**src/logic/part_buf_params.svh**
```systemverilog
`ifndef PART_BUF_PARAMS_SVH
`define PART_BUF_PARAMS_SVH

// Block width, one OTP read returns one block
`define PART_BLK_W 64

// Blocks in the partition, the last one holds the digest
`define PART_NUM_BLKS 4

// Byte offset of the partition inside the OTP macro
`define PART_OFFSET 16

// OTP works on halfword addresses
`define OTP_ADDR_W 10
`define OTP_ADDR_SHIFT 1
`define OTP_BYTE_ADDR_W (`OTP_ADDR_W + `OTP_ADDR_SHIFT)

// Block counter width
`define PART_CNT_W 2

`endif

```
**src/logic/part_buf_pkg.sv**
```systemverilog
`default_nettype none

package part_buf_pkg;

  ////////////////////////////////////////////////////////////////////////////
  // Error codes
  ////////////////////////////////////////////////////////////////////////////

  // Same code points as the OTP macro error response
  typedef enum logic [2:0] {
    NoError             = 3'h0,
    MacroError          = 3'h1,
    MacroEccCorrError   = 3'h2,
    MacroEccUncorrError = 3'h3,
    CheckFailError      = 3'h6,
    FsmStateError       = 3'h7
  } otp_err_e;

  ////////////////////////////////////////////////////////////////////////////
  // Partition FSM states
  ////////////////////////////////////////////////////////////////////////////

  // Sparse codes, a single bit flip never lands on another legal state
  typedef enum logic [7:0] {
    ResetSt         = 8'b0110_1001,
    InitSt          = 8'b1100_0110,
    InitWaitSt      = 8'b0001_1110,
    IdleSt          = 8'b1011_1000,
    CnstyReadSt     = 8'b0111_0011,
    CnstyReadWaitSt = 8'b1000_1101,
    ErrorSt         = 8'b1110_0101
  } part_state_e;

endpackage : part_buf_pkg

`default_nettype wire

```
**src/logic/part_buf_if.sv**
```systemverilog
`default_nettype none

`include "part_buf_params.svh"

// FSM to buffer registers
interface buf_if;
  logic                                 wren;
  logic [`PART_CNT_W-1:0]               addr;
  logic [`PART_BLK_W-1:0]               wdata;
  // Block at addr, read back for the consistency check
  logic [`PART_BLK_W-1:0]               rdata;
  logic                                 par_err;

  modport fsm_mp (output wren, addr, wdata, input rdata, par_err);
  modport buf_mp (input wren, addr, wdata, output rdata, par_err);
endinterface : buf_if

// FSM to redundant block counter
interface cnt_if;
  logic                   cnt_en;
  logic                   cnt_clr;
  logic [`PART_CNT_W-1:0] cnt;
  // Up and down counters disagree
  logic                   cnt_err;

  modport fsm_mp (output cnt_en, cnt_clr, input cnt, cnt_err);
  modport cnt_mp (input cnt_en, cnt_clr, output cnt, cnt_err);
endinterface : cnt_if

`default_nettype wire

```
**src/logic/part_fsm.sv**
```systemverilog
`default_nettype none

`include "part_buf_params.svh"

module part_fsm import part_buf_pkg::*; (
  input  wire logic                   clk_i,
  input  wire logic                   rst_ni,
  input  wire logic                   init_req_i,
  input  wire logic                   integ_chk_req_i,
  input  wire logic                   cnsty_chk_req_i,
  input  wire logic                   escalate_en_i,
  input  wire logic                   check_byp_en_i,
  input  wire logic                   otp_gnt_i,
  input  wire logic                   otp_rvalid_i,
  input  wire logic [`PART_BLK_W-1:0] otp_rdata_i,
  input  wire otp_err_e               otp_err_i,
  input  wire logic                   locked_i,
  output logic                        integ_chk_ack_o,
  output logic                        cnsty_chk_ack_o,
  output otp_err_e                    error_o,
  output logic                        fsm_err_o,
  output logic                        otp_req_o,
  output logic                        unlock_o,
  output logic                        lock_o,
  buf_if.fsm_mp                       buf_bus,
  cnt_if.fsm_mp                       cnt_bus
);

  localparam int unsigned last_blk_int = `PART_NUM_BLKS - 1;
  localparam logic [`PART_CNT_W-1:0] last_blk = last_blk_int[`PART_CNT_W-1:0];

  part_state_e state_d, state_q;
  otp_err_e    error_d, error_q;
  logic        rsp_ok;

  assign error_o = error_q;

  // Buffer slot follows the block counter, data comes straight from OTP
  assign buf_bus.addr  = cnt_bus.cnt;
  assign buf_bus.wdata = otp_rdata_i;

  // Data usable, a correctable ECC error only gets latched
  assign rsp_ok = (otp_err_i == NoError) || (otp_err_i == MacroEccCorrError);

  ////////////////////////////////////////////////////////////////////////////
  // Next state and outputs
  ////////////////////////////////////////////////////////////////////////////

  always_comb begin
    state_d         = state_q;
    error_d         = error_q;
    fsm_err_o       = 1'b0;
    otp_req_o       = 1'b0;
    unlock_o        = 1'b0;
    lock_o          = 1'b0;
    integ_chk_ack_o = 1'b0;
    cnsty_chk_ack_o = 1'b0;
    buf_bus.wren    = 1'b0;
    cnt_bus.cnt_en  = 1'b0;
    cnt_bus.cnt_clr = 1'b0;

    case (state_q)
      // Wait for the single init pulse
      ResetSt: begin
        if (init_req_i) begin
          state_d = InitSt;
        end
      end
      // Request held with a stable address until granted
      InitSt: begin
        otp_req_o = 1'b1;
        if (otp_gnt_i) begin
          state_d = InitWaitSt;
        end
      end
      // Store block, then next block or unlock after the last one
      InitWaitSt: begin
        if (otp_rvalid_i) begin
          if (rsp_ok) begin
            buf_bus.wren = 1'b1;
            if (cnt_bus.cnt == last_blk) begin
              state_d  = IdleSt;
              unlock_o = locked_i;
            end else begin
              state_d        = InitSt;
              cnt_bus.cnt_en = 1'b1;
            end
            if (otp_err_i != NoError) begin
              error_d = MacroEccCorrError;
            end
          end else begin
            state_d = ErrorSt;
            error_d = otp_err_i;
          end
        end
      end
      // No hardware digest here, integrity requests are acked at once
      IdleSt: begin
        if (integ_chk_req_i) begin
          integ_chk_ack_o = 1'b1;
        end else if (cnsty_chk_req_i) begin
          state_d         = CnstyReadSt;
          cnt_bus.cnt_clr = 1'b1;
        end
      end
      // Background re-read of every block
      CnstyReadSt: begin
        otp_req_o = 1'b1;
        if (otp_gnt_i) begin
          state_d = CnstyReadWaitSt;
        end
      end
      CnstyReadWaitSt: begin
        if (otp_rvalid_i) begin
          if (rsp_ok) begin
            if (otp_err_i != NoError) begin
              error_d = MacroEccCorrError;
            end
            // Compare against the buffer unless bypassed
            if (buf_bus.rdata == otp_rdata_i || check_byp_en_i) begin
              if (cnt_bus.cnt == last_blk) begin
                state_d         = IdleSt;
                cnsty_chk_ack_o = 1'b1;
              end else begin
                state_d        = CnstyReadSt;
                cnt_bus.cnt_en = 1'b1;
              end
            end else begin
              state_d         = ErrorSt;
              error_d         = CheckFailError;
              cnsty_chk_ack_o = 1'b1;
            end
          end else begin
            state_d         = ErrorSt;
            error_d         = otp_err_i;
            cnsty_chk_ack_o = 1'b1;
          end
        end
      end
      // Terminal, lock down and ack everything
      ErrorSt: begin
        lock_o = !locked_i;
        if (error_q == NoError) begin
          error_d = FsmStateError;
        end
        integ_chk_ack_o = 1'b1;
        cnsty_chk_ack_o = 1'b1;
      end
      // Illegal encoding
      default: begin
        state_d   = ErrorSt;
        fsm_err_o = 1'b1;
      end
    endcase

    // Buffer corruption
    if (buf_bus.par_err) begin
      state_d = ErrorSt;
      if (state_q != ErrorSt) begin
        error_d = CheckFailError;
      end
    end

    // Escalation or counter fault, keeps an already latched code
    if (escalate_en_i || cnt_bus.cnt_err) begin
      state_d   = ErrorSt;
      fsm_err_o = 1'b1;
      if (state_q != ErrorSt) begin
        error_d = FsmStateError;
      end
    end
  end

  ////////////////////////////////////////////////////////////////////////////
  // Registers
  ////////////////////////////////////////////////////////////////////////////

  always_ff @(posedge clk_i or negedge rst_ni) begin
    if (!rst_ni) begin
      state_q <= ResetSt;
      error_q <= NoError;
    end else begin
      state_q <= state_d;
      error_q <= error_d;
    end
  end

endmodule : part_fsm

`default_nettype wire

```
**src/logic/part_blk_cnt.sv**
```systemverilog
`default_nettype none

`include "part_buf_params.svh"

module part_blk_cnt (
  input  wire logic                  clk_i,
  input  wire logic                  rst_ni,
  cnt_if.cnt_mp                      cnt_bus,
  output logic [`OTP_ADDR_W-1:0]     otp_addr_o
);

  localparam int unsigned byte_aw      = `OTP_BYTE_ADDR_W;
  localparam int unsigned blk_shift    = $clog2(`PART_BLK_W / 8);
  localparam int unsigned part_off_int = `PART_OFFSET;
  localparam logic [byte_aw-1:0] part_base = part_off_int[byte_aw-1:0];

  logic [`PART_CNT_W-1:0] up_q, down_q;
  logic [byte_aw-1:0]     byte_addr;

  // Down counter mirrors the up counter, sum is always all ones
  always_ff @(posedge clk_i or negedge rst_ni) begin
    if (!rst_ni) begin
      up_q   <= '0;
      down_q <= '1;
    end else if (cnt_bus.cnt_clr) begin
      up_q   <= '0;
      down_q <= '1;
    end else if (cnt_bus.cnt_en) begin
      up_q   <= up_q + 1'b1;
      down_q <= down_q - 1'b1;
    end
  end

  assign cnt_bus.cnt     = up_q;
  assign cnt_bus.cnt_err = (up_q != ~down_q);

  // 8 bytes per block, then byte to halfword
  assign byte_addr  = part_base + byte_aw'({up_q, {blk_shift{1'b0}}});
  assign otp_addr_o = byte_addr[byte_aw-1:`OTP_ADDR_SHIFT];

endmodule : part_blk_cnt

`default_nettype wire

```
**src/logic/part_buf_regs.sv**
```systemverilog
`default_nettype none

`include "part_buf_params.svh"

module part_buf_regs (
  input  wire logic                                  clk_i,
  input  wire logic                                  rst_ni,
  buf_if.buf_mp                                      buf_bus,
  output logic [`PART_NUM_BLKS*`PART_BLK_W-1:0]      data_o
);

  logic [`PART_BLK_W-1:0]   blk_q [`PART_NUM_BLKS];
  logic [`PART_NUM_BLKS-1:0] par_q;
  logic [`PART_NUM_BLKS-1:0] par_mis;

  ////////////////////////////////////////////////////////////////////////////
  // Storage
  ////////////////////////////////////////////////////////////////////////////

  // Cleared so that parity is consistent before the readout
  always_ff @(posedge clk_i or negedge rst_ni) begin
    if (!rst_ni) begin
      for (int i = 0; i < `PART_NUM_BLKS; i++) begin
        blk_q[i] <= '0;
      end
      par_q <= '0;
    end else if (buf_bus.wren) begin
      blk_q[buf_bus.addr] <= buf_bus.wdata;
      // Even parity over the written block
      par_q[buf_bus.addr] <= ^buf_bus.wdata;
    end
  end

  ////////////////////////////////////////////////////////////////////////////
  // Parity check and outputs
  ////////////////////////////////////////////////////////////////////////////

  always_comb begin
    for (int i = 0; i < `PART_NUM_BLKS; i++) begin
      par_mis[i] = (^blk_q[i]) ^ par_q[i];
    end
  end

  assign buf_bus.par_err = |par_mis;

  // Readback for the consistency check
  assign buf_bus.rdata = blk_q[buf_bus.addr];

  // Block 0 in the low bits, digest on top
  always_comb begin
    for (int i = 0; i < `PART_NUM_BLKS; i++) begin
      data_o[i*`PART_BLK_W +: `PART_BLK_W] = blk_q[i];
    end
  end

endmodule : part_buf_regs

`default_nettype wire

```
**src/logic/part_access_ctrl.sv**
```systemverilog
`default_nettype none

`include "part_buf_params.svh"

module part_access_ctrl (
  input  wire logic                                    clk_i,
  input  wire logic                                    rst_ni,
  input  wire logic                                    unlock_i,
  input  wire logic                                    lock_i,
  input  wire logic [`PART_NUM_BLKS*`PART_BLK_W-1:0]   data_i,
  input  wire logic                                    rd_lock_i,
  input  wire logic                                    wr_lock_i,
  output logic                                         locked_o,
  output logic                                         init_done_o,
  output logic [`PART_NUM_BLKS*`PART_BLK_W-1:0]        data_o,
  output logic [`PART_BLK_W-1:0]                       digest_o,
  output logic                                         rd_lock_o,
  output logic                                         wr_lock_o
);

  logic locked_q;
  logic digest_set;

  // Partition starts locked, lock wins over unlock
  always_ff @(posedge clk_i or negedge rst_ni) begin
    if (!rst_ni) begin
      locked_q <= 1'b1;
    end else if (lock_i) begin
      locked_q <= 1'b1;
    end else if (unlock_i) begin
      locked_q <= 1'b0;
    end
  end

  assign locked_o    = locked_q;
  // Unlocking only happens after a good readout
  assign init_done_o = !locked_q;

  // Hardware output gating
  assign data_o = locked_q ? '0 : data_i;

  // Digest sits in the top block, never gated
  assign digest_o   = data_i[`PART_NUM_BLKS*`PART_BLK_W-1 -: `PART_BLK_W];
  assign digest_set = (digest_o != '0);

  ////////////////////////////////////////////////////////////////////////////
  // Access locks
  ////////////////////////////////////////////////////////////////////////////

  assign rd_lock_o = locked_q | rd_lock_i;
  // A programmed digest makes the partition read-only
  assign wr_lock_o = locked_q | wr_lock_i | digest_set;

endmodule : part_access_ctrl

`default_nettype wire

```
**src/logic/part_buf_top.sv**
```systemverilog
`default_nettype none

`include "part_buf_params.svh"

module part_buf_top import part_buf_pkg::*; (
  input  wire logic                                  clk_i,
  input  wire logic                                  rst_ni,
  input  wire logic                                  init_req_i,
  input  wire logic                                  integ_chk_req_i,
  input  wire logic                                  cnsty_chk_req_i,
  input  wire logic                                  escalate_en_i,
  input  wire logic                                  check_byp_en_i,
  input  wire logic                                  rd_lock_i,
  input  wire logic                                  wr_lock_i,
  input  wire logic                                  otp_gnt_i,
  input  wire logic                                  otp_rvalid_i,
  input  wire logic [`PART_BLK_W-1:0]                otp_rdata_i,
  input  wire otp_err_e                              otp_err_i,
  output logic                                       init_done_o,
  output logic                                       integ_chk_ack_o,
  output logic                                       cnsty_chk_ack_o,
  output otp_err_e                                   error_o,
  output logic                                       fsm_err_o,
  output logic                                       rd_lock_o,
  output logic                                       wr_lock_o,
  output logic [`PART_BLK_W-1:0]                     digest_o,
  output logic [`PART_NUM_BLKS*`PART_BLK_W-1:0]      data_o,
  output logic                                       otp_req_o,
  output logic [`OTP_ADDR_W-1:0]                     otp_addr_o
);

  buf_if u_buf_if ();
  cnt_if u_cnt_if ();

  logic                                    unlock;
  logic                                    lock;
  logic                                    locked;
  logic [`PART_NUM_BLKS*`PART_BLK_W-1:0]   buf_data;

  part_fsm u_fsm (
    .clk_i, .rst_ni, .init_req_i, .integ_chk_req_i, .cnsty_chk_req_i,
    .escalate_en_i, .check_byp_en_i, .otp_gnt_i, .otp_rvalid_i,
    .otp_rdata_i, .otp_err_i,
    .locked_i        ( locked   ),
    .integ_chk_ack_o, .cnsty_chk_ack_o, .error_o, .fsm_err_o, .otp_req_o,
    .unlock_o        ( unlock   ),
    .lock_o          ( lock     ),
    .buf_bus         ( u_buf_if ),
    .cnt_bus         ( u_cnt_if )
  );

  part_blk_cnt u_blk_cnt (
    .clk_i, .rst_ni,
    .cnt_bus         ( u_cnt_if ),
    .otp_addr_o
  );

  part_buf_regs u_buf_regs (
    .clk_i, .rst_ni,
    .buf_bus         ( u_buf_if ),
    .data_o          ( buf_data )
  );

  part_access_ctrl u_access_ctrl (
    .clk_i, .rst_ni,
    .unlock_i        ( unlock   ),
    .lock_i          ( lock     ),
    .data_i          ( buf_data ),
    .rd_lock_i, .wr_lock_i,
    .locked_o        ( locked   ),
    .init_done_o, .data_o, .digest_o, .rd_lock_o, .wr_lock_o
  );

endmodule : part_buf_top

`default_nettype wire

```
**config.mk**
```make
export PLATFORM = sky130hd
export DESIGN_NAME = part_buf_top
export DESIGN_NICKNAME = d
export VERILOG_FILES = /design/src/logic/part_buf_pkg.sv /design/src/logic/part_buf_if.sv /design/src/logic/part_fsm.sv /design/src/logic/part_blk_cnt.sv /design/src/logic/part_buf_regs.sv /design/src/logic/part_access_ctrl.sv /design/src/logic/part_buf_top.sv
export VERILOG_INCLUDE_DIRS = /design/src /design/src/logic
export SDC_FILE = /design/constraint.sdc
export NUM_CORES = 1
export LEC_CHECK = 0
export ABC_CLOCK_PERIOD_IN_PS = 4450
export BUFFER_PORTS_ARGS = -buffer_cell sky130_fd_sc_hd__buf_4
export CELL_PAD_IN_SITES_DETAIL_PLACEMENT = 0
export CELL_PAD_IN_SITES_GLOBAL_PLACEMENT = 1
export CORE_MARGIN = 2
export CORE_UTILIZATION = 44
export CTS_CLUSTER_DIAMETER = 80
export CTS_CLUSTER_SIZE = 24
export DETAILED_ROUTE_END_ITERATION = 8
export PLACE_DENSITY_LB_ADDON = 0.05
export SLEW_MARGIN = 20
export SYNTH_ARGS = -nofsm -noshare
export SYNTH_HDL_FRONTEND = slang
export SYNTH_HIERARCHICAL = 1
export SYNTH_SLANG_ARGS = --single-unit
```
**constraint.sdc**
```tcl
create_clock -name clk_i -period 4.45 [get_ports clk_i]
set_input_delay 0.2225 -clock clk_i [delete_from_list [all_inputs] [get_ports clk_i]]
set_output_delay 0.2225 -clock clk_i [all_outputs]
set_load 0.02 [all_outputs]
```
Yosys cells after proc, flatten, opt, wreduce, memory -nomap -nowiden
Cells that the tools add are included.
Cells by class
  multiplexer cells: 71
  equality and inequality tests: 20
  reductions and logical operators: 21
  magnitude comparators: 4
  bitwise operators: 9
  $add $sub $neg: 3
Operators by type and width (count)
  64-bit parity: 5
  256-bit bitwise mux: 1
  256-bit 2-to-1 mux: 1
  64-bit 2-to-1 mux: 3
  64-bit binary-select mux with 2-bit select: 1
  64-bit demux with 2-bit select: 1
  8-bit 2-to-1 mux: 12
  64-bit equality test: 1
  64-bit nonzero test: 1
  8-bit one-hot mux with 7 select lines: 1
  3-bit 2-to-1 mux: 11
  8-bit equality test (second input constant): 4
  1-bit 2-to-1 mux: 28
  4-bit by 3-bit != test with 1-bit output (second input constant): 7
  8-bit by 7-bit equality test with 1-bit output (second input constant): 2
  7-bit 2-to-1 mux: 2
  3-bit one-hot mux with 3 select lines: 1
  8-bit by 5-bit equality test with 1-bit output (second input constant): 1
  2-bit 2-to-1 mux: 4
  8-bit != test (second input constant): 1
  8-bit AND reduction: 1
  7-bit OR reduction: 1
  5-bit by 5-bit adder with 6-bit output (first input constant): 1
  3-bit logical NOT: 2
  24 further kinds: 35
Word-level totals
  register bits after elaboration: 276
  output and inout bits: 340
  logic and storage cells: 138
  bits of input ports: 78

Longest topological paths before layout
Gate-level depths: netlist (run 1).
  depth in word-level cells: 14
  gate-level depth with buffers: 13
  mapped depth without buffers: 12

Cells and area by module
Netlist (run 1), hierarchy kept.
Modules (own cells, without submodules)
  part_buf_regs: seq. area each 6506.2 sq um, area each 13890.8 sq um, instances 1, cells each 950
  part_access_ctrl: seq. area each 26.3 sq um, area each 2391.0 sq um, instances 1, cells each 376
  part_fsm: seq. area each 280.3 sq um, area each 2235.9 sq um, instances 1, cells each 283
  part_blk_cnt: seq. area each 102.6 sq um, area each 276.5 sq um, instances 1, cells each 29

Worst setup path before layout (run 1)
OpenSTA, ideal clock, no wires.
  path type: reg2reg
  start point: register u_blk_cnt.up_q[0] (netlist: u_blk_cnt/cnt_bus.cnt[0])
  end point: register u_blk_cnt.down_q[1]
  required time: 4.364 ns
  path buffers: 3
  stages on the path, launching flop included: 14
  period minus slack after synthesis: 3.591 ns
  setup time: 0.086 ns
  path slack: 0.859 ns
  arrival: 3.504 ns
  cells stage by stage: dfrtp_1 > buf_4 > buf_1 > buf_2 > mux4_2 > xor2_1 > nor4_1 > nand4_1 > nor4_1 > nor2_1 > nand2_1 > and4_1 > nor4bb_1 > a21oi_1
On the way
  longest elaborated chain between the ends: 11
  elaborated cells between the ends (all ways): 15
  those cells by class: 2 x eq/ne; 10 x mux; 1 x bitwise; 2 x reduce/logical
RTL lines
  start, declared: RTL line part_blk_cnt.sv:17  | logic [`PART_CNT_W-1:0] up_q, down_q;
  start signal, assigned: RTL line part_blk_cnt.sv:29  | up_q <= up_q + 1'b1;
  2-bit NOT with 3-bit output (not written as such): RTL line part_buf_regs.sv:47  | assign buf_bus.rdata = blk_q[buf_bus.addr];
  64-bit binary-select mux with 2-bit select: RTL line part_buf_regs.sv:47
  64-bit 2-to-1 mux (not written as such) (2 in series): RTL line part_buf_regs.sv:47
  via u_buf_if.rdata[13]: RTL line part_buf_if.sv:11  | logic [`PART_BLK_W-1:0] rdata;
  64-bit equality test: RTL line part_fsm.sv:120  | if (buf_bus.rdata == otp_rdata_i || check_byp_en_i) begin
  1-bit logical OR: RTL line part_fsm.sv:120
  1-bit 2-to-1 mux: RTL line part_fsm.sv:120
  1-bit 2-to-1 mux: RTL line part_fsm.sv:115  | if (rsp_ok) begin
  1-bit 2-to-1 mux: RTL line part_fsm.sv:114  | if (otp_rvalid_i) begin
  1-bit one-hot mux with 2 select lines: RTL line part_fsm.sv:62  | case (state_q)
  via u_cnt_if.cnt_en: RTL line part_buf_if.sv:20  | logic cnt_en;
  2-bit nonzero test (no source line)
  end signal, assigned: RTL line part_blk_cnt.sv:30  | down_q <= down_q - 1'b1;
  end, declared: RTL line part_blk_cnt.sv:17
The timed path passes the listed nets, and every way through them passes these cells. The select of a mux whose other input is x is not followed.
A chain may end at the register's enable or synchronous reset.

Worst setup path in the final report (run 1)
  start point: register u_blk_cnt.up_q[1] (netlist: u_blk_cnt/cnt_bus.cnt[1])
  end point: output port cnsty_chk_ack_o
On the way
  longest elaborated chain between the ends: 10
  elaborated cells between the ends (all ways): 12
  those cells by class: 2 x eq/ne; 8 x mux; 1 x bitwise; 1 x reduce/logical
RTL lines
  2-bit NOT with 3-bit output (not written as such): RTL line part_buf_regs.sv:47
  64-bit binary-select mux with 2-bit select: RTL line part_buf_regs.sv:47
  64-bit 2-to-1 mux (not written as such) (2 in series): RTL line part_buf_regs.sv:47
  via u_buf_if.rdata[31]: RTL line part_buf_if.sv:11
  64-bit equality test: RTL line part_fsm.sv:120
  1-bit logical OR: RTL line part_fsm.sv:120
  1-bit 2-to-1 mux: RTL line part_fsm.sv:120
  1-bit 2-to-1 mux: RTL line part_fsm.sv:115
  1-bit 2-to-1 mux: RTL line part_fsm.sv:114
  1-bit one-hot mux with 2 select lines: RTL line part_fsm.sv:62
  end, declared: RTL line part_buf_top.sv:21  | output logic cnsty_chk_ack_o,
The timed path passes the listed nets, and every way through them passes these cells. The select of a mux whose other input is x is not followed.

==> summary.txt, run 1 <==
Critical path
  • Setup crit end kind: primary output
  • Setup CP Type: flop to primary output
  • CP Max Fanout: 18
  • Req. time, crit path: 4230 ps
  • Worst Setup EP: cnsty_chk_ack_o
  • Worst R2R Start: u_buf_regs/data_o[200]
  • R2r endpoint: u_fsm/state_q[2]
  • R2R Setup Slk: 340 ps
  • Arr. time, crit path: 4170 ps
  • CP Launch Point: u_blk_cnt/cnt_bus.cnt[1]
  • Crit start category: flop
  • Reg2reg path depth: 11

Global route
  • Initial antenna violation count: 1
  • GRT overflow: 0
  • Total track usage: 29.8%
  • Vias in the first global route: 13,900
  • Largest net degree at the start of global routing: 174
  • First-pass GRT wire length: 97,700 µm

Final layout
  • Design area: 0.0230 mm²
  • Layout cells sized above 1: 41.7%
  • Inserted Diodes: 0
  • Fin nets: 2,043
  • P&R area growth vs syn: 22.6%

Yosys
  • Top FF cell, synth: dfrtp_1
  • Synthesized flop and latch total: 276
  • Synth Area in Compound Gates: 1.85%
  • Cells after Synth: 1,638
  • Area share of fa/ha/maj cells after synthesis: 0%
  • Synth Area per Inst: 11.5 µm²
  • Top cells by area, synth: dfrtp_1 (36%), mux2_2 (15%), xnor2_1 (13%)
  • Post-synth EDFFs: 0
  • Netlist cell types: 58
  • Most common cell in the netlist: xnor2_1
  • Post-synthesis sequential area ratio: 36.8%
  • Synth Warn #: 6
  • Top-area cell type share of the netlist area: 35.8%
  • Post-Synthesis Cell Area: 0.0188 mm²
  • Simple-Gate Fraction of Synth Area: 12.9%
  • Post-synth ARST share: 100%
  • Mux cell area share after synthesis: 23.0%
  • XOR/XNOR share of the synthesized area: 18.1%
  • Largest family of logic cells by synthesized area: multiplexers
  • Commonest cells in the netlist: xnor2_1 (272), dfrtp_1 (269), nor2b_1 (257), mux2_2 (256), buf_4 (140)
  • Synth area leader: dfrtp_1

STA
  • Tcrit/Tclk final: 98.8%
  • Setup Skew: 37.3 ps
  • Hold Vio Cnt, Final: 0
  • WHS: 37.6 ps
  • Fin. max-slew vios: 0
  • Worst slew pin tran: 1220 ps
  • TNS Setup: 0 ps
  • Fmax: 0.227 GHz
  • Unrepaired setup endpoints after global routing: false
  • Fin crit period: 4400 ps
  • Rel. slew slack: 17.6%
  • Final setup fails: 0

Floorplanning
  • Die Wd: 211 µm
  • Initial core utilization: 44.7%
  • Die ar.: 0.0444 mm²
  • I/O pin cnt: 418
  • Die H: 211 µm
  • Rows: 75
  • Core ar.: 0.0420 mm²

Clocking
  • Clock latency at the later pin of the worst-skew pair: 570 ps
  • CTS tree: yes
  • Max clock buf depth: 3
  • CTS buffer count: 20
  • H-tree depth: 1
  • CTS Root Cell: clkbuf_16
  • TritonCTS Sinks: 276
  • Clock-pin transition on the worst setup and hold timing paths: 90 ps

Drt
  • WL per Instance: 26.6 µm
  • Drt drc: 0
  • Vias/cell: 5.45
  • Initial DRC count: 873
  • Final WL: 66,900 µm
  • Detailed-route via count: 13,700
  • Post-route ant nets: 0
  • TritonRoute pass-1 iters: 5

Power
  • Max VDD drop: 0.000222 V
  • Leakage: 10.4 nW
  • PD cells: 221 mW/mm²

Place
  • Post-DP Area: 0.0216 mm²
  • Port Buf Inserts: 410
  • Dpl hpwl: 49,000 µm
  • Gpl congestion: 0.909

Status
  • Status: finished, final reports clean

Run
  • Number of max-cap violations: 0

Hold path
  • Worst Hold Class: primary input to flop
## report_power, final
group / switching, mW / total, mW / internal, mW
sequential: 0.00155 / 2.51 / 2.51
clock: 1.11 / 2.04 / 0.928
combinational: 0.319 / 0.535 / 0.216
total: 1.43 / 5.08 / 3.65
## critical path: stages (launching register included)
cell and delay (ps):
dfrtp_4 730, buf_4 330, mux4_2 340, xor2_1 270, nor4_2 470, nand4_1 200
nor4_2 390, buf_4 190, nor2_1 60, o21ai_0 310, o21ai_0 140, buf_4 180
## cell type report
class | count | area [µm²]
clock inverters | 14 | 163
inverters | 7 | 26.3
flip-flops and latches | 276 | 6930
multi-input cells | 1150 | 10600
repair buffers | 510 | 4160
well taps | 539 | 674
fillers | 3801 | 19000
clock buffers | 21 | 526
## layer usage
layer	track usage, %	wire, µm	vias to the layer above
met1	41.1	29300	7079
met4	7.46	1740	0
li1	-	-	6119
met5	0	0	-
met2	49.0	32000	450
met3	4.94	3870	76
## flip-flops by register name (all words and copies together) (netlist names)
register,cells
u_access_ctrl/locked_o,1
u_blk_cnt/cnt_bus.cnt,2
u_blk_cnt/down_q,2
u_buf_regs/data_o,256
u_buf_regs/par_q,4
u_fsm/error_o,3
u_fsm/state_q,8
## cell usage in the layout (no fill, tap or decap), types with 25 or more instances in the layout
cell type / instances
buf_4: 429
dfrtp_1: 267
dlygate4sd3_1: 67
mux2_2: 256
mux4_2: 64
nor2_1: 25
nor2b_1: 257
nor4_1: 30
xnor2_1: 272
xor2_1: 106
## worst min path at each step
| stage | to | startpoint | cells past startpoint |
|---|---|---|---|
| finish | u_blk_cnt/cnt_bus.cnt[0] | integ_chk_req_i | 3 |
| global route | u_blk_cnt/cnt_bus.cnt[0] | integ_chk_req_i | 3 |
| CTS | u_blk_cnt/cnt_bus.cnt[0] | integ_chk_req_i | 3 |
| detailed placement | u_buf_regs/data_o[198] | rst_ni | 1 |
| global placement | u_buf_regs/data_o[198] | rst_ni | 1 |
| floorplan | u_blk_cnt/cnt_bus.cnt[0] | rst_ni | 0 |
## through the flow
step / std cells / util, % / total power, mW / setup WS, ps
3_3_place_gp: 2411 / 51.4 / 3.04 / 144
5_1_grt: 2517 / 54.8 / 5.25 / 33.8
3_5_place_dp: 2411 / 51.4 / 3.04 / 222
6_report: 2517 / 54.8 / 5.08 / 53.7
4_1_cts: 2514 / 54.7 / 5.13 / 21.5
2_1_floorplan: 1644 / - / 2.85 / 859
## kinds of logic (layout without fill, tap and decap cells)
group / count (synthesis) / in the layout
AOI/OAI and AO/OA: 49 / 49
xor gates and xnor gates: 382 / 382
buffers and inverters: 218 / 552
DFF: 276 / 276
muxes: 320 / 320
other: 1 / 7
and+or+nand+nor: 392 / 392
## timing repair
item / 4_1_cts / 5_1_grt
gates cloned: 0 / 0
setup endpoints to repair: 1 / 1
endpoints found under the hold margin: 335 / 0
gates resized for setup: 3 / 0
setup buffers: 1 / 3
hold buffers: 67 / 0
(Power assumes the default switching activity.)
==> inputs of run 2 (changes only) <==
--- a/config.mk
+++ b/config.mk
@@ -8,13 +8,12 @@
 export LEC_CHECK = 0
 export ABC_CLOCK_PERIOD_IN_PS = 4450
 export BUFFER_PORTS_ARGS = -buffer_cell sky130_fd_sc_hd__buf_4
-export CELL_PAD_IN_SITES_DETAIL_PLACEMENT = 0
-export CELL_PAD_IN_SITES_GLOBAL_PLACEMENT = 1
 export CORE_MARGIN = 2
-export CORE_UTILIZATION = 44
+export CORE_UTILIZATION = 55
 export CTS_CLUSTER_DIAMETER = 80
 export CTS_CLUSTER_SIZE = 24
 export DETAILED_ROUTE_END_ITERATION = 8
+export GPL_TIMING_DRIVEN = 0
 export PLACE_DENSITY_LB_ADDON = 0.05
 export SLEW_MARGIN = 20
 export SYNTH_ARGS = -nofsm -noshare
==> run 2 against run 1 <==
  * Register-to-register slack improved by 90 ps
  * Critical endpoint unchanged
  * Sequential share of layout area decreased by 0.40 points
  * Critical path depth increased by 1
  * Via count increased by 5.2%
  * Highest routed layer unchanged
==> summary.txt, run 2 (synthesized netlist as in run 1, its figures left out) <==
Power
  • P_sw: 1.36 mW
  • PD cells: 211 mW/mm²
  • Logic gate share of total power: 11.1%
  • Clock Power Share: 37.9%
  • P_int: 3.56 mW
  • Switching part of the total power: 27.5%
  • Sequential share of power: 51.0%
  • Max VDD drop: 0.000253 V
  • Leakage: 10.9 nW

Final layout
  • Layout cells sized above 1: 46.2%
  • Commonest non-fill, non-tap cell in the layout: buf_4
  • Fill cell count: 2,651
  • Final Util: 69.4%
  • Max FFs per register: 256
  • FF/Latch Area: 0.00692 mm²
  • Fin nets: 2,156
  • Multi-input logic area: 0.0106 mm²
  • P&R area growth vs syn: 24.1%
  • Commonest cells after routing, fill and taps aside: buf_4 (552), xnor2_1 (272), dfrtp_1 (268), nor2b_1 (257), mux2_2 (256)

Drt
  • Post-route ant nets: 0
  • Detailed-route via count: 14,400
  • Final WL: 64,600 µm
  • WL met2: 30,800 µm
  • Initial DRC count: 1,087
  • TritonRoute pass-1 iters: 5
  • Post-Route M1 WL: 25,900 µm
  • WL per Instance: 25.5 µm
  • Met3 wire len: 5230 µm
  • Drt drc: 0
  • Top sig layer: met4
  • Vias/cell: 5.69

Place
  • Port Buf Inserts: 410
  • Gpl congestion: 0.931
  • Dpl hpwl: 49,900 µm

Hold path
  • Worst Hold Class: primary input to flop

Critical path
  • Crit path top cell by count: buf_4
  • CP max stage delay: 550 ps
  • Arr. time, crit path: 4170 ps
  • CP max-delay cell: dfrtp_1
  • Setup crit end kind: primary output
  • Crit start category: flop
  • Req. time, crit path: 4230 ps
  • CP Max Fanout: 14
  • Worst path cell trace: buf_4 > clkbuf_2 > mux4_2 > xor2_1 > nor4_1 > nand4_1 > nor4_4 > buf_4 > nor2_2 > o21ai_1 > o21ai_0 > buf_4
  • Setup CP Type: flop to primary output

Clocking
  • Clock-pin transition on the worst setup and hold timing paths: 70 ps
  • CTS buffer count: 19
  • Max clock buf depth: 3
  • H-tree depth: 1
  • CTS Root Cell: clkbuf_16
  • TritonCTS Sinks: 276
  • CTS tree: yes
  • Clock latency at the later pin of the worst-skew pair: 540 ps

Global route
  • Vias in the first global route: 14,100
  • Total track usage: 35.7%
  • First-pass GRT wire length: 94,300 µm
  • Largest net degree at the start of global routing: 84
  • Initial antenna violation count: 1
  • GRT overflow: 0

Floorplanning
  • Rows: 67
  • Die Wd: 189 µm
  • Die H: 189 µm
  • Die ar.: 0.0357 mm²
  • Initial core utilization: 55.9%
  • I/O pin cnt: 418
  • Core ar.: 0.0336 mm²

STA
  • Setup Skew: 28.7 ps
  • Fin. max-slew vios: 0
  • Fin crit period: 4390 ps
  • Rel. slew slack: 33.9%
  • Worst slew pin tran: 991 ps
  • Fmax: 0.228 GHz
  • Final setup fails: 0
  • Hold Vio Cnt, Final: 0
  • Tcrit/Tclk final: 98.7%
  • WHS: 54.8 ps

Run
  • Number of max-cap violations: 0

Status
  • Status: finished, final reports clean
## run 2: cell count changes in the layout (fill, tap and decap cells not counted), sizes merged
cell         before  now
clkbuf           21   59
dlygate4sd3      67    1
clkinv            4    3
diode             0    1
buf             443  583
inv              15   14
## run 2: cell type report
cell class / instances / area share (%)
timing repair buffer: 415 / 13.7
tap: 448 / 2.40
sequential: 276 / 29.7
inverter: 7 / 0.113
buffer: 209 / 5.95
multi-input combinational: 1150 / 45.6
antenna: 1 / 0.0107
clock buffer: 19 / 2.04
clock inverter: 12 / 0.526
## run 2: worst paths after layout
path / startpoint / to / slack (ps) / depth (start not counted)
min in group asynchronous: rst_ni / u_buf_regs/data_o[198] / 250 / 2
max in group asynchronous: rst_ni / u_buf_regs/data_o[52] / 3030 / 4
worst min-delay path: integ_chk_req_i / u_blk_cnt/cnt_bus.cnt[1] / 50 / 3
worst max register to register: u_blk_cnt/cnt_bus.cnt[1] / u_blk_cnt/down_q[1] / 430 / 13
worst max-delay path: u_blk_cnt/cnt_bus.cnt[1] / cnsty_chk_ack_o / 60 / 12
worst min register to register: u_buf_regs/par_q[3] / u_buf_regs/par_q[3] / 530 / 2
## run 2: critical path: cells and delay by family, from the launching register on
family / cells / cell delay, ps
buf+inv: 4 / 1060
flops: 1 / 550
compound gates: 2 / 340
simple gates: 4 / 1130
mux: 1 / 360
xor+xnor: 1 / 210
## run 2: metrics by stage
step / instance area, µm² / total power, mW / worst slack [ps] / setup TNS [ps] / instances
CTS: 23300 / 4.93 / 7.94 / 0 / 2536
detailed placement: 22500 / 3.09 / -1450 / -16450 / 2505
finish: 23300 / 4.92 / 58.3 / 0 / 2537
global placement: 22500 / 3.07 / -1410 / -16310 / 2502
global route: 23300 / 5.06 / -4.93 / -4.93 / 2537
floorplan: 18800 / 2.85 / 859 / 0 / 1644
## run 2: repair_timing
action	in CTS	in global routing
resized for setup	29	9
hold endpoints to repair	75	0
pin swaps	1	1
setup endpoints to repair	15	1
hold buffers	1	0
setup buffers	1	0
## run 2: power groups by stage
stage	Clock [mW]	Sequential [mW]	Combinational (mW)
after floorplan	0	2.56	0.294
after global placement	0	2.56	0.511
after detailed placement	0	2.56	0.526
after CTS	1.88	2.51	0.536
after global routing	1.97	2.51	0.578
final	1.86	2.51	0.547
## run 2: routing by layer
layer / vias up / track usage [%]
met5: - / 0
met4: 0 / 12.1
met3: 120 / 6.58
met2: 700 / 58.3
met1: 7291 / 48.1
li1: 6331 / -
==> inputs of run 3 (changes only) <==
--- a/config.mk
+++ b/config.mk
@@ -15,6 +15,7 @@
 export DETAILED_ROUTE_END_ITERATION = 8
 export GPL_TIMING_DRIVEN = 0
 export PLACE_DENSITY_LB_ADDON = 0.05
+export RECOVER_POWER = 25
 export SLEW_MARGIN = 20
 export SYNTH_ARGS = -nofsm -noshare
 export SYNTH_HDL_FRONTEND = slang
==> run 3 against run 2 <==
  * The flow now finishes with violations (capacitance limit, slew limit)
  * Critical path type unchanged
  * Wire length hardly changed
  * First-iteration DRC count fell by 1.9%
  * Flip-flop and latch count unchanged
  * Count of clock-buffer cells in the layout stayed put
  * Clock skew fell by 3.2 ps
==> summary.txt, run 3 (synthesized netlist as in run 1, its figures left out) <==
STA
  • Rel. slew slack: -41.4%
  • Fmax: 0.231 GHz
  • Worst setup margin: 130 ps
  • Tcrit/Tclk final: 97.1%
  • Worst slew pin tran: 2120 ps
  • Setup Skew: 25.5 ps
  • Final setup fails: 0
  • Fin. max-slew vios: 150
  • Hold Vio Cnt, Final: 0
  • Fin crit period: 4320 ps
  • WHS: 44.5 ps

Clocking
  • Clock latency at the later pin of the worst-skew pair: 530 ps
  • TritonCTS Sinks: 276
  • CTS tree: yes
  • H-tree depth: 1
  • Clock-pin transition on the worst setup and hold timing paths: 70 ps
  • Max clock buf depth: 3
  • CTS buffer count: 19
  • CTS Root Cell: clkbuf_16

Status
  • Violated checks: capacitance limit, slew limit
  • Status: finished with violations

Floorplanning
  • Core ar.: 0.0336 mm²
  • Die Wd: 189 µm
  • Die ar.: 0.0357 mm²
  • Rows: 67
  • Initial core utilization: 55.9%
  • Die H: 189 µm
  • I/O pin cnt: 418

Power
  • Leakage: 10.8 nW
  • PD cells: 211 mW/mm²
  • Max VDD drop: 0.000255 V
  • Total power: 4.91 mW

Final layout
  • Fin nets: 2,156
  • Commonest non-fill, non-tap cell in the layout: buf_4
  • Design area: 0.0233 mm²
  • Max FFs per register: 256
  • Commonest cells after routing, fill and taps aside: buf_4 (516), xnor2_1 (272), dfrtp_1 (268), nor2b_1 (257), mux2_2 (256)
  • Layout cells sized above 1: 46.0%
  • P&R area growth vs syn: 23.8%
  • FF/Latch Area: 0.00692 mm²
  • Multi-input logic area: 0.0106 mm²
  • Fill cell count: 2,658

Critical path
  • Setup crit end kind: primary output
  • Arr. time, crit path: 4100 ps
  • CP Launch Point: u_blk_cnt/cnt_bus.cnt[1]
  • CP Max Fanout: 14
  • CP bufs+invs: 4
  • Worst path cell trace: buf_4 > buf_2 > mux4_2 > xor2_1 > nor4_2 > nand4_1 > nor4_4 > buf_4 > nor2_2 > o21ai_1 > o21ai_0 > buf_4
  • Crit path max-delay family: simple AND/OR/NAND/NOR gates
  • Crit start category: flop
  • Worst R2R Start: u_buf_regs/data_o[210]
  • Crit path top cell by count: buf_4
  • CP max stage delay: 550 ps
  • CP max-delay cell: dfrtp_1
  • Req. time, crit path: 4230 ps
  • Setup CP Type: flop to primary output

Drt
  • WL per Instance: 25.4 µm
  • Post-route ant nets: 0
  • Initial DRC count: 1,066
  • TritonRoute pass-1 iters: 5
  • Drt drc: 0
  • Detailed-route via count: 14,500
  • Final WL: 64,500 µm
  • Vias/cell: 5.72

Place
  • Gpl congestion: 0.931
  • Port Buf Inserts: 410
  • Pre-CTS setup slack: -1450 ps
  • Dpl hpwl: 49,900 µm
  • Post-DP Area: 0.0225 mm²

Global route
  • Largest net degree at the start of global routing: 84
  • GR Layer Usage met2: 58.3%
  • GRT overflow: 0
  • Routing usage on met3: 6.58%
  • GRT busiest layer: met2
  • Vias in the first global route: 14,100
  • First-pass GRT wire length: 94,300 µm
  • Met1 usage: 48.1%
  • Total track usage: 35.7%
  • Initial antenna violation count: 1

Hold path
  • Worst Hold Class: primary input to flop
  • Hold Startpoint: integ_chk_req_i

Run
  • Number of max-cap violations: 2
==> run 3: path summary, 6_finish.rpt <==
| path | end | slack, ps | cells after the start |
|---|---|---|---|
| min in group asynchronous | u_buf_regs/data_o[70] | 810 | 2 |
| worst min-delay path | u_blk_cnt/cnt_bus.cnt[1] | 40 | 3 |
| max in group asynchronous | u_buf_regs/data_o[180] | 870 | 4 |
| worst min register to register | u_buf_regs/par_q[3] | 520 | 2 |
| worst max register to register | u_fsm/state_q[2] | 480 | 11 |
| worst max-delay path | cnsty_chk_ack_o | 130 | 12 |
==> run 3: cell type report <==
type,instances,area share (%)
timing repair buffer,415,13.5
buffer,209,5.96
sequential,276,29.7
antenna,1,0.0108
clock inverter,12,0.527
tap,448,2.41
multi-input combinational,1150,45.7
clock buffer,19,2.04
inverter,7,0.113
==> run 3: what timing repair did <==
item,in CTS,in global routing
hold buffers,1,0
endpoints found under the setup margin,15,1
pin swaps,1,1
endpoints found under the hold margin,75,0
setup buffers,1,0
gates resized for setup,29,9
==> run 3: routing by layer <==
layer	up-vias	share of wire [%]
li1	6319	-
met1	7348	40
met2	718	48
met3	116	8.1
met4	0	3.9
met5	-	0
==> run 3: tightest hold or removal path, cell delays in order <==
cell	delay [ps]
buf_4	80
nor3b_1	90
a21oi_2	120
==> run 3: stage by stage <==
stage               instances  util (%)  TNS (ps)
floorplan                1644         -         0
global placement         2502      66.8    -16310
detailed placement       2505      67.1    -16450
CTS                      2536      69.2         0
global route             2537      69.2     -4.93
finish                   2537      69.2         0
==> run 3: power by group <==
group	internal (mW)	switching, mW	leakage [nW]
combinational	0.220	0.319	6.73
clock	0.833	1.03	0.289
sequential	2.51	0.00158	3.81
